File: config.mk
export PLATFORM = sky130hd
export DESIGN_NAME = exec_unit
export DESIGN_NICKNAME = d
export VERILOG_FILES = /design/src/hw/exec_pkg.sv /design/src/hw/reg_file.sv /design/src/hw/alu.sv /design/src/hw/mul_div.sv /design/src/hw/issue_ctrl.sv /design/src/hw/exec_unit.sv
export VERILOG_INCLUDE_DIRS = /design/src /design/src/hw
export SDC_FILE = /design/constraint.sdc
export NUM_CORES = 2
export LEC_CHECK = 0
export BUFFER_PORTS_ARGS = -buffer_cell sky130_fd_sc_hd__buf_2
export CORE_ASPECT_RATIO = 0.5
export CORE_MARGIN = 1
export CORE_UTILIZATION = 60
export CTS_CLUSTER_SIZE = 16
export DETAILED_ROUTE_END_ITERATION = 8
export PLACE_DENSITY = 0.82
export REMOVE_ABC_BUFFERS = 1
export SYNTH_ARGS = -nofsm -noshare
export SYNTH_HDL_FRONTEND = slang
export SYNTH_HIERARCHICAL = 1
export SYNTH_SLANG_ARGS = --single-unit
File: constraint.sdc
create_clock -name clk -period 7.6 [get_ports clk]
set_input_delay 0.76 -clock clk [delete_from_list [all_inputs] [get_ports clk]]
set_output_delay 0.76 -clock clk [all_outputs]
set_load 0.03 [all_outputs]
File: src/hw/exec_cfg.svh
`ifndef EXEC_CFG_SVH
`define EXEC_CFG_SVH

// datapath width
`define EXEC_RV 32

`define EXEC_NREG 16

// reads the high half of the mul/div result
`define EXEC_MD_REG 7

`define EXEC_SHW 5

`endif

File: src/hw/exec_pkg.sv
`include "exec_cfg.svh"

package exec_pkg;

	typedef logic [`EXEC_RV-1:0] word_t;

	typedef logic [$clog2(`EXEC_NREG)-1:0] reg_idx_t;

	typedef logic [`EXEC_RV/8-1:0] mask_t;	// one bit per byte lane

	typedef enum logic [3:0] {
		OP_ADD   = 4'd0,
		OP_SUB   = 4'd1,
		OP_XOR   = 4'd2,
		OP_OR    = 4'd3,
		OP_AND   = 4'd4,
		OP_SLL   = 4'd5,
		OP_SRA   = 4'd6,
		OP_SRL   = 4'd7,
		OP_ADDB  = 4'd8,
		OP_ADDBU = 4'd9,
		OP_SWAP  = 4'd10
	} alu_op_t;

endpackage

File: src/hw/reg_file.sv
`timescale 1ns/1ps

`include "exec_cfg.svh"

module reg_file import exec_pkg::*; (
	input  logic     clk,
	input  logic     wb_valid,
	input  reg_idx_t wb_addr,
	input  word_t    wb_data,
	input  reg_idx_t rs1,
	input  reg_idx_t rs2,
	input  word_t    md_hi,
	output word_t    rs1_val,
	output word_t    rs2_val
);

	localparam reg_idx_t MD_IDX = reg_idx_t'(`EXEC_MD_REG);

	// slot for the mul/div register is never written
	word_t regs [1:`EXEC_NREG-1];

	logic wr_en;

	assign wr_en = wb_valid && wb_addr != '0 && wb_addr != MD_IDX;

	always_ff @(posedge clk) begin
		if (wr_en) begin
			regs[wb_addr] <= wb_data;
		end
	end

	// pending writeback wins over the stored value
	function automatic word_t read_port(input reg_idx_t idx);
		word_t val;
		if (idx == '0) begin
			val = '0;
		end else if (wb_valid && wb_addr == idx) begin
			val = wb_data;
		end else if (idx == MD_IDX) begin
			val = md_hi;
		end else begin
			val = regs[idx];
		end
		return val;
	endfunction

	always_comb begin
		rs1_val = read_port(rs1);
	end

	always_comb begin
		rs2_val = read_port(rs2);
	end

endmodule

File: src/hw/alu.sv
`timescale 1ns/1ps

`include "exec_cfg.svh"

module alu import exec_pkg::*; (
	input  alu_op_t op,
	input  word_t   a,
	input  word_t   b,
	output word_t   result
);

	word_t sum;
	word_t diff;
	logic [`EXEC_SHW-1:0] shamt;

	assign sum = a + b;
	assign diff = a - b;
	assign shamt = b[`EXEC_SHW-1:0];

	always_comb begin
		case (op)
			OP_ADD:   result = sum;
			OP_SUB:   result = diff;
			OP_XOR:   result = a ^ b;
			OP_OR:    result = a | b;
			OP_AND:   result = a & b;
			OP_SLL:   result = a << shamt;
			OP_SRA:   result = word_t'($signed(a) >>> shamt);
			OP_SRL:   result = a >> shamt;
			OP_ADDB:  result = {{(`EXEC_RV-8){sum[7]}}, sum[7:0]};	// sign extend low byte
			OP_ADDBU: result = {{(`EXEC_RV-8){1'b0}}, sum[7:0]};
			OP_SWAP:  result = {{(`EXEC_RV-16){1'b0}}, b[7:0], b[15:8]};
			default:  result = '0;	// unassigned opcodes
		endcase
	end

endmodule

File: src/hw/mul_div.sv
`timescale 1ns/1ps

`include "exec_cfg.svh"

module mul_div import exec_pkg::*; (
	input  logic  clk,
	input  logic  reset,
	input  logic  start_mult,
	input  logic  start_div,
	input  word_t a,
	input  word_t b,
	input  logic  hi_write,
	input  word_t hi_data,
	output logic  md_busy,
	output logic  md_done,
	output word_t md_lo,
	output word_t md_hi
);

	localparam int RV = `EXEC_RV;
	localparam int CW = $clog2(RV);

	logic [CW-1:0] bit_off;
	logic is_div;
	word_t divisor;
	logic [2*RV-1:0] res;	// {hi, lo}
	logic [RV:0] mul_sum;
	logic [RV:0] div_top;
	logic [RV+1:0] div_diff;
	logic start;

	assign start = start_mult || start_div;

	// multiply shifts right, adding into the top half
	assign mul_sum = {1'b0, res[2*RV-1:RV]} + (res[0] ? {1'b0, divisor} : '0);

	// restoring divide, partial remainder with next dividend bit
	assign div_top = res[2*RV-1:RV-1];
	assign div_diff = {1'b0, div_top} - {2'b0, divisor};

	assign md_lo = res[RV-1:0];
	assign md_hi = res[2*RV-1:RV];

	always_ff @(posedge clk) begin
		if (reset) begin
			md_busy <= 1'b0;
			md_done <= 1'b0;
			bit_off <= '0;
			is_div <= 1'b0;
		end else begin
			md_done <= md_busy && bit_off == '0;
			if (start) begin
				md_busy <= 1'b1;
				bit_off <= CW'(RV-1);
				is_div <= start_div;
			end else if (md_busy) begin
				bit_off <= bit_off - 1'b1;
				if (bit_off == '0) begin
					md_busy <= 1'b0;
				end
			end
		end
	end

	always_ff @(posedge clk) begin
		if (start) begin
			res <= {{RV{1'b0}}, a};
			divisor <= b;
		end else if (hi_write) begin
			res[2*RV-1:RV] <= hi_data;
		end else if (md_busy) begin
			if (!is_div) begin
				res <= {mul_sum, res[RV-1:1]};
			end else if (divisor == '0) begin
				res <= '0;	// x/0 gives 0, remainder 0
			end else if (!div_diff[RV+1]) begin
				res <= {div_diff[RV-1:0], res[RV-2:0], 1'b1};
			end else begin
				res <= {div_top[RV-1:0], res[RV-2:0], 1'b0};
			end
		end
	end

	a_one_start: assert property (@(posedge clk) disable iff (reset)
		!(start_mult && start_div));

	// controller must hold off issue until the result is written back
	a_no_start_busy: assert property (@(posedge clk) disable iff (reset)
		start |-> !md_busy && !md_done);

endmodule

File: src/hw/issue_ctrl.sv
`timescale 1ns/1ps

`include "exec_cfg.svh"

module issue_ctrl import exec_pkg::*; (
	input  logic     clk,
	input  logic     reset,
	input  logic     issue,
	input  alu_op_t  op,
	input  reg_idx_t rd,
	input  logic     needs_rs2,
	input  word_t    imm,
	input  logic     mult,
	input  logic     div,
	input  logic     store,
	input  logic     byte_store,
	input  word_t    rs2_val,
	input  word_t    rs1_val,
	input  word_t    alu_result,
	input  logic     md_busy,
	input  logic     md_done,
	input  word_t    md_lo,
	input  logic     wdone,
	output logic     ready,
	output word_t    operand_b,
	output logic     start_mult,
	output logic     start_div,
	output logic     wb_valid,
	output reg_idx_t wb_addr,
	output word_t    wb_data,
	output logic     hi_write,
	output word_t    addr,
	output word_t    wdata,
	output mask_t    wmask
);

	localparam int BW = $clog2(`EXEC_RV/8);

	logic accept;
	logic alu_wb;
	logic store_go;
	reg_idx_t md_rd;
	word_t store_addr;

	// low during mul/div, its writeback cycle and a pending store
	assign ready = !md_busy && !md_done && wmask == '0;
	assign accept = issue && ready;

	assign operand_b = needs_rs2 ? rs2_val : imm;
	assign start_mult = accept && mult;
	assign start_div = accept && div;
	assign alu_wb = accept && !mult && !div && !store && op <= OP_SWAP;
	assign store_go = accept && store;
	assign store_addr = rs1_val + imm;

	assign hi_write = wb_valid && wb_addr == reg_idx_t'(`EXEC_MD_REG);

	always_ff @(posedge clk) begin
		if (reset) begin
			wb_valid <= 1'b0;
		end else begin
			wb_valid <= md_done || alu_wb;
		end
	end

	always_ff @(posedge clk) begin
		if (start_mult || start_div) begin
			md_rd <= rd;
		end
		if (md_done) begin	// mul/div result first
			wb_addr <= md_rd;
			wb_data <= md_lo;
		end else if (alu_wb) begin
			wb_addr <= rd;
			wb_data <= alu_result;
		end
	end

	always_ff @(posedge clk) begin
		if (reset) begin
			wmask <= '0;
		end else if (wmask != '0) begin
			if (wdone) begin
				wmask <= '0;
			end
		end else if (store_go) begin
			wmask <= byte_store ? mask_t'(1) << store_addr[BW-1:0] : '1;
		end
	end

	always_ff @(posedge clk) begin
		if (store_go) begin
			addr <= store_addr;
			wdata <= byte_store ? {(`EXEC_RV/8){rs2_val[7:0]}} : rs2_val;
		end
	end

	a_wmask_shape: assert property (@(posedge clk) disable iff (reset)
		$onehot0(wmask) || &wmask);

endmodule

File: src/hw/exec_unit.sv
`timescale 1ns/1ps

`include "exec_cfg.svh"

module exec_unit import exec_pkg::*; (
	input  logic     clk,
	input  logic     reset,
	input  logic     issue,
	input  alu_op_t  op,
	input  reg_idx_t rd,
	input  reg_idx_t rs1,
	input  reg_idx_t rs2,
	input  word_t    imm,
	input  logic     needs_rs2,
	input  logic     mult,
	input  logic     div,
	input  logic     store,
	input  logic     byte_store,
	output logic     ready,
	output word_t    addr,
	output word_t    wdata,
	output mask_t    wmask,
	input  logic     wdone
);

	word_t rs1_val;
	word_t rs2_val;
	word_t operand_b;
	word_t alu_result;
	logic start_mult;
	logic start_div;
	logic md_busy;
	logic md_done;
	word_t md_lo;
	word_t md_hi;
	logic hi_write;
	logic wb_valid;
	reg_idx_t wb_addr;
	word_t wb_data;

	reg_file reg_file_inst (
		.clk(clk),
		.wb_valid(wb_valid),
		.wb_addr(wb_addr),
		.wb_data(wb_data),
		.rs1(rs1),
		.rs2(rs2),
		.md_hi(md_hi),
		.rs1_val(rs1_val),
		.rs2_val(rs2_val)
	);

	alu alu_inst (
		.op(op),
		.a(rs1_val),
		.b(operand_b),
		.result(alu_result)
	);

	mul_div mul_div_inst (
		.clk(clk),
		.reset(reset),
		.start_mult(start_mult),
		.start_div(start_div),
		.a(rs1_val),
		.b(operand_b),
		.hi_write(hi_write),
		.hi_data(wb_data),	// write to r7 lands in hi
		.md_busy(md_busy),
		.md_done(md_done),
		.md_lo(md_lo),
		.md_hi(md_hi)
	);

	issue_ctrl issue_ctrl_inst (
		.clk(clk),
		.reset(reset),
		.issue(issue),
		.op(op),
		.rd(rd),
		.needs_rs2(needs_rs2),
		.imm(imm),
		.mult(mult),
		.div(div),
		.store(store),
		.byte_store(byte_store),
		.rs2_val(rs2_val),
		.rs1_val(rs1_val),
		.alu_result(alu_result),
		.md_busy(md_busy),
		.md_done(md_done),
		.md_lo(md_lo),
		.wdone(wdone),
		.ready(ready),
		.operand_b(operand_b),
		.start_mult(start_mult),
		.start_div(start_div),
		.wb_valid(wb_valid),
		.wb_addr(wb_addr),
		.wb_data(wb_data),
		.hi_write(hi_write),
		.addr(addr),
		.wdata(wdata),
		.wmask(wmask)
	);

endmodule

==> report_table.html <==
<table>
<tr><th>Metric</th><th>Value</th></tr>
<tr><th colspan="2">Yosys</th></tr>
<tr><td>Count of flip-flops with a built-in enable after synthesis</td><td>648</td></tr>
<tr><td>Top-area cell type share of the netlist area</td><td>41.0%</td></tr>
<tr><td>Main synth FF type</td><td>sky130_fd_sc_hd__edfxtp_1</td></tr>
<tr><td>Post-synthesis sequential element count</td><td>693</td></tr>
<tr><td>Mean area per synthesized cell</td><td>10.6 um^2</td></tr>
<tr><td>Number of distinct standard cells referenced by the synthesized netlist</td><td>108</td></tr>
<tr><td>Yosys synthesis warning count</td><td>6</td></tr>
<tr><td>Total standard cell area after synthesis</td><td>47500 um^2</td></tr>
<tr><td>Share of the yosys chip area belonging to registers</td><td>42.9%</td></tr>
<tr><td>Ranking of synthesized cells by area</td><td>sky130_fd_sc_hd__edfxtp_1 41%, sky130_fd_sc_hd__mux2_2 6.0%, sky130_fd_sc_hd__mux4_2 5.6%, sky130_fd_sc_hd__ha_1 5.2%, sky130_fd_sc_hd__o21ai_0 3.4%</td></tr>
<tr><td>Synth area leader</td><td>sky130_fd_sc_hd__edfxtp_1</td></tr>
<tr><td>Synth async-reset ratio</td><td>0%</td></tr>
<tr><td>Number of instances in the synthesized netlist</td><td>4496</td></tr>
<tr><th colspan="2">Job</th></tr>
<tr><td># Max-Cap Violations</td><td>1</td></tr>
<tr><th colspan="2">Global routing</th></tr>
<tr><td>GR Util All Layers</td><td>43.8%</td></tr>
<tr><td>Routing usage on met2</td><td>62.3%</td></tr>
<tr><td>Gr ovfl total</td><td>0</td></tr>
<tr><td>Global Route met1 Usage</td><td>58.9%</td></tr>
<tr><td>Number of global-route vias before repair</td><td>39829</td></tr>
<tr><td>Met3 demand-to-capacity share in global routing</td><td>17.6%</td></tr>
<tr><td>Global-route wire length before repair</td><td>260000 um</td></tr>
<tr><td>Busiest layer in global routing</td><td>met2</td></tr>
<tr><td>Antenna violations before repair</td><td>8</td></tr>
<tr><td>Maximum number of pins on one net before global-route repair</td><td>82</td></tr>
<tr><th colspan="2">Placed design</th></tr>
<tr><td>Post-DP HPWL</td><td>127000 um</td></tr>
<tr><td>Area of placed instances</td><td>49400 um^2</td></tr>
<tr><td>Port Buffers</td><td>125</td></tr>
<tr><td>Cell total after placement</td><td>5515</td></tr>
<tr><td>Placer Congestion</td><td>1.09</td></tr>
<tr><th colspan="2">Cells and area</th></tr>
<tr><td>Final net count</td><td>4807</td></tr>
<tr><td>Layout Cell Area excl Fill</td><td>51600 um^2</td></tr>
<tr><td>Number of non-filler instances in the completed layout</td><td>5635</td></tr>
<tr><td>Area overhead of the layout relative to synthesis</td><td>8.63%</td></tr>
<tr><td>Fin util</td><td>66.3%</td></tr>
<tr><td>Fraction of layout instances using a drive strength above 1</td><td>18.7%</td></tr>
<tr><th colspan="2">STA</th></tr>
<tr><td>Minimum hold slack</td><td>339 ps</td></tr>
<tr><td>Sum of negative setup slack</td><td>0 ps</td></tr>
<tr><td>Shortest period the worst path allows</td><td>7040 ps</td></tr>
<tr><td>Portion of the clock cycle consumed by the worst path in the final layout</td><td>92.7%</td></tr>
<tr><td>Clock Skews</td><td>40.1 ps</td></tr>
<tr><td>Slew Limit Headroom</td><td>-7.91%</td></tr>
<tr><td>Number of pins exceeding their max-slew limit in the final report</td><td>3</td></tr>
<tr><td>Final Hold Viols</td><td>0</td></tr>
<tr><td>Pin slew with the least headroom to its limit</td><td>1580 ps</td></tr>
<tr><td>Number of setup violations in the final report</td><td>0</td></tr>
<tr><td>Achievable Freq</td><td>0.142 GHz</td></tr>
<tr><td>Setup repair after global routing missed its margin</td><td>false</td></tr>
<tr><th colspan="2">Clocking</th></tr>
<tr><td>Skew-Pair Late Insertion Delay</td><td>640 ps</td></tr>
<tr><td>Maximum clock insertion buffer count</td><td>3</td></tr>
<tr><td>Count of H-tree levels built during CTS</td><td>3</td></tr>
<tr><td>Post-cts gate resize count</td><td>0</td></tr>
<tr><td>Post-CTS setup buffers</td><td>0</td></tr>
<tr><td>Number of sinks handled by clock tree synthesis</td><td>693</td></tr>
<tr><td>Number of CTS-inserted buffers</td><td>66</td></tr>
<tr><td>Clock tree root buffer cell</td><td>sky130_fd_sc_hd__clkbuf_16</td></tr>
<tr><td>Clock slew seen by the registers of the worst setup and hold paths</td><td>60 ps</td></tr>
<tr><td>TritonCTS clock tree</td><td>built</td></tr>
<tr><td>Total of hold buffers inserted after clock tree synthesis</td><td>0</td></tr>
<tr><th colspan="2">Setup path</th></tr>
<tr><td>Type of element capturing the critical path</td><td>flip-flop</td></tr>
<tr><td>Startpoint Class</td><td>input pin</td></tr>
<tr><td>Worst setup path class</td><td>in2reg</td></tr>
<tr><td>CP arrival</td><td>7420 ps</td></tr>
<tr><td>Worst-case register-to-register setup slack</td><td>1010 ps</td></tr>
<tr><td>CP max FO</td><td>81</td></tr>
<tr><td>Req. time, crit path</td><td>7980 ps</td></tr>
<tr><th colspan="2">Hold path</th></tr>
<tr><td>Worst hold path class</td><td>in2reg</td></tr>
<tr><th colspan="2">Drt</th></tr>
<tr><td>Routed wire per std cell</td><td>31.8 um</td></tr>
<tr><td>Post-route DRC violation count</td><td>2</td></tr>
<tr><td>Overall via count from detail_route</td><td>42339</td></tr>
<tr><td>Iter 0 DRT Violations</td><td>8166</td></tr>
<tr><td>Total wirelength of the detailed-routed design</td><td>179000 um</td></tr>
<tr><td>Vias/cell</td><td>7.51</td></tr>
<tr><td>Detailed-routing iteration count for the pre-antenna-repair pass</td><td>9</td></tr>
<tr><td>Number of nets still failing antenna checks after routing</td><td>0</td></tr>
<tr><th colspan="2">Pwr</th></tr>
<tr><td>Power density of the placed cells</td><td>259 nW/um^2</td></tr>
<tr><td>Maximum VDD drop</td><td>0.181 mV</td></tr>
<tr><td>Leakage power</td><td>18.8 nW</td></tr>
<tr><th colspan="2">Floorplanning</th></tr>
<tr><td>I/O pin count</td><td>126</td></tr>
<tr><td>Starting density of the core</td><td>61.0%</td></tr>
<tr><td>Horiz. Die Dim</td><td>400 um</td></tr>
<tr><td>Die Area</td><td>80300 um^2</td></tr>
<tr><td>Floorplan die height</td><td>201 um</td></tr>
<tr><td>Core Box Area</td><td>77800 um^2</td></tr>
<tr><td>Number of core rows</td><td>72</td></tr>
<tr><th colspan="2">Outcome</th></tr>
<tr><td>Violations in the final reports</td><td>design-rule violations, max-capacitance violations, max-slew violations</td></tr>
<tr><td>Status</td><td>finished, violations left</td></tr>
</table>
[cells in the mapped netlist (27+ instances only)]
cell type,n
sky130_fd_sc_hd__a211oi_1,61
sky130_fd_sc_hd__a21o_1,67
sky130_fd_sc_hd__a21oi_1,286
sky130_fd_sc_hd__a221oi_1,64
sky130_fd_sc_hd__a22o_1,66
sky130_fd_sc_hd__a22oi_1,27
sky130_fd_sc_hd__a31oi_1,46
sky130_fd_sc_hd__a32o_1,33
sky130_fd_sc_hd__and2_1,41
sky130_fd_sc_hd__buf_2,79
sky130_fd_sc_hd__clkbuf_1,184
sky130_fd_sc_hd__dfxtp_1,45
sky130_fd_sc_hd__edfxtp_1,648
sky130_fd_sc_hd__ha_1,198
sky130_fd_sc_hd__inv_1,176
sky130_fd_sc_hd__mux2_2,251
sky130_fd_sc_hd__mux2i_1,95
sky130_fd_sc_hd__mux4_2,119
sky130_fd_sc_hd__nand2_1,319
sky130_fd_sc_hd__nand2b_1,35
sky130_fd_sc_hd__nand3_1,43
sky130_fd_sc_hd__nand4_1,27
sky130_fd_sc_hd__nor2_1,320
sky130_fd_sc_hd__nor2b_1,69
sky130_fd_sc_hd__nor3_1,64
sky130_fd_sc_hd__o2111ai_1,41
sky130_fd_sc_hd__o211ai_1,33
sky130_fd_sc_hd__o21a_1,56
sky130_fd_sc_hd__o21ai_0,324
sky130_fd_sc_hd__o21ai_1,52
sky130_fd_sc_hd__o22ai_1,123
sky130_fd_sc_hd__xnor2_1,69
sky130_fd_sc_hd__xor2_1,28
[state kept, by name, summed over array words and instances, names as in the netlist]
signal,flops
issue_ctrl_inst/wdata,32
issue_ctrl_inst/wb_valid,1
mul_div_inst/md_done,1
issue_ctrl_inst/wmask,4
issue_ctrl_inst/addr,32
issue_ctrl_inst/wb_addr,4
mul_div_inst/divisor,32
mul_div_inst/bit_off,5
issue_ctrl_inst/wb_data,32
issue_ctrl_inst/md_rd,4
mul_div_inst/md_busy,1
mul_div_inst/res,64
mul_div_inst/is_div,1
reg_file_inst/regs,480
[cells by family (layout without fill, tap and decap cells)]
group / count (synthesis) / in the layout / synth area share [%]
AO/OA/AOI/OAI: 1483 / 1483 / 21.1
adder cells (fa/ha/maj): 203 / 203 / 5.43
flip-flops: 693 / 693 / 42.9
XOR/XNOR: 97 / 97 / 1.79
buffers and inverters: 506 / 574 / 4.65
AND/OR/NAND/NOR: 1041 / 1041 / 10.3
other: 1 / 36 / 0.00790
multiplexers: 472 / 472 / 13.8
[final cells by class]
| cell class | count | area, um^2 |
|---|---|---|
| diodes | 4 | 10.0 |
| clock buffers | 79 | 1720 |
| clock inverters | 37 | 434 |
| fillers | 5735 | 26300 |
| inverters | 183 | 687 |
| multi-input cells | 3328 | 25200 |
| flip-flops and latches | 693 | 20400 |
| well taps | 1036 | 1300 |
| repair buffers | 275 | 1850 |
[worst max-delay path, stage by stage]
cell and delay (ps):
sky130_fd_sc_hd__buf_6 530, sky130_fd_sc_hd__nor2_2 350, sky130_fd_sc_hd__buf_4 290, sky130_fd_sc_hd__a22o_1 230, sky130_fd_sc_hd__nand2_1 60, sky130_fd_sc_hd__o2111ai_1 280
sky130_fd_sc_hd__a32o_1 470, sky130_fd_sc_hd__mux2_2 380, sky130_fd_sc_hd__buf_12 220, sky130_fd_sc_hd__inv_2 100, sky130_fd_sc_hd__buf_4 450, sky130_fd_sc_hd__mux2i_1 490
sky130_fd_sc_hd__o21ai_0 220, sky130_fd_sc_hd__buf_4 200, sky130_fd_sc_hd__a2111oi_0 1280, sky130_fd_sc_hd__nand4_1 170, sky130_fd_sc_hd__a31o_2 290, sky130_fd_sc_hd__or4b_1 160
sky130_fd_sc_hd__nand3_1 60, sky130_fd_sc_hd__mux2_2 250
[stage by stage]
step	setup slack (ps)	power, W
after floorplan	-5500	0.00814
after global placement	610	0.00966
after detailed placement	472	0.00975
after CTS	1110	0.0131
after global routing	638	0.0138
final	558	0.0134
[per-layer routing]
layer  routed length (um)  vias up  share of wire (%)
met5                  121        -              0.067
met4                 9750        8                5.4
met3                32900      776                 18
met2                74000     3941                 41
met1                62500    20166                 35
li1                     -    17448                  -
[final timing paths]
check	from	cells past startpoint	to
hold reg to reg	issue_ctrl_inst/md_rd[2]	1	issue_ctrl_inst/wb_addr[2]
setup / recovery	rs2[2]	20	issue_ctrl_inst/wb_data[26]
setup reg to reg	issue_ctrl_inst/wb_addr[0]	18	issue_ctrl_inst/wb_data[26]
hold / removal	rd[1]	1	issue_ctrl_inst/md_rd[1]
[cells in the final DEF, fill, tap and decap left out, types with 39 or more instances in the layout]
cell,Yosys,final
sky130_fd_sc_hd__inv_1,176,176
sky130_fd_sc_hd__and2_1,41,39
sky130_fd_sc_hd__o21ai_1,52,51
sky130_fd_sc_hd__mux2_2,251,251
sky130_fd_sc_hd__mux4_2,119,119
sky130_fd_sc_hd__buf_4,14,146
sky130_fd_sc_hd__nor2b_1,69,66
sky130_fd_sc_hd__a31oi_1,46,46
sky130_fd_sc_hd__o21ai_0,324,323
sky130_fd_sc_hd__a22o_1,66,66
sky130_fd_sc_hd__a211oi_1,61,61
sky130_fd_sc_hd__dfxtp_1,45,44
sky130_fd_sc_hd__nand2_1,319,319
sky130_fd_sc_hd__a21o_1,67,67
sky130_fd_sc_hd__o21a_1,56,56
sky130_fd_sc_hd__edfxtp_1,648,648
sky130_fd_sc_hd__clkbuf_16,0,67
sky130_fd_sc_hd__ha_1,198,198
sky130_fd_sc_hd__o2111ai_1,41,41
sky130_fd_sc_hd__nand3_1,43,43
sky130_fd_sc_hd__a21oi_1,286,285
sky130_fd_sc_hd__nor2_1,320,305
sky130_fd_sc_hd__mux2i_1,95,95
sky130_fd_sc_hd__a221oi_1,64,64
sky130_fd_sc_hd__xnor2_1,69,69
sky130_fd_sc_hd__buf_2,79,121
sky130_fd_sc_hd__o22ai_1,123,123
sky130_fd_sc_hd__nor3_1,64,61
[report_power, final]
group | switching, W | total [W] | internal, W
logic | 0.00321 | 0.00507 | 0.00186
clock network | 0.00154 | 0.00339 | 0.00185
registers | 0.000396 | 0.00491 | 0.00451
No activity file was read; power rests on OpenSTA's default activity.
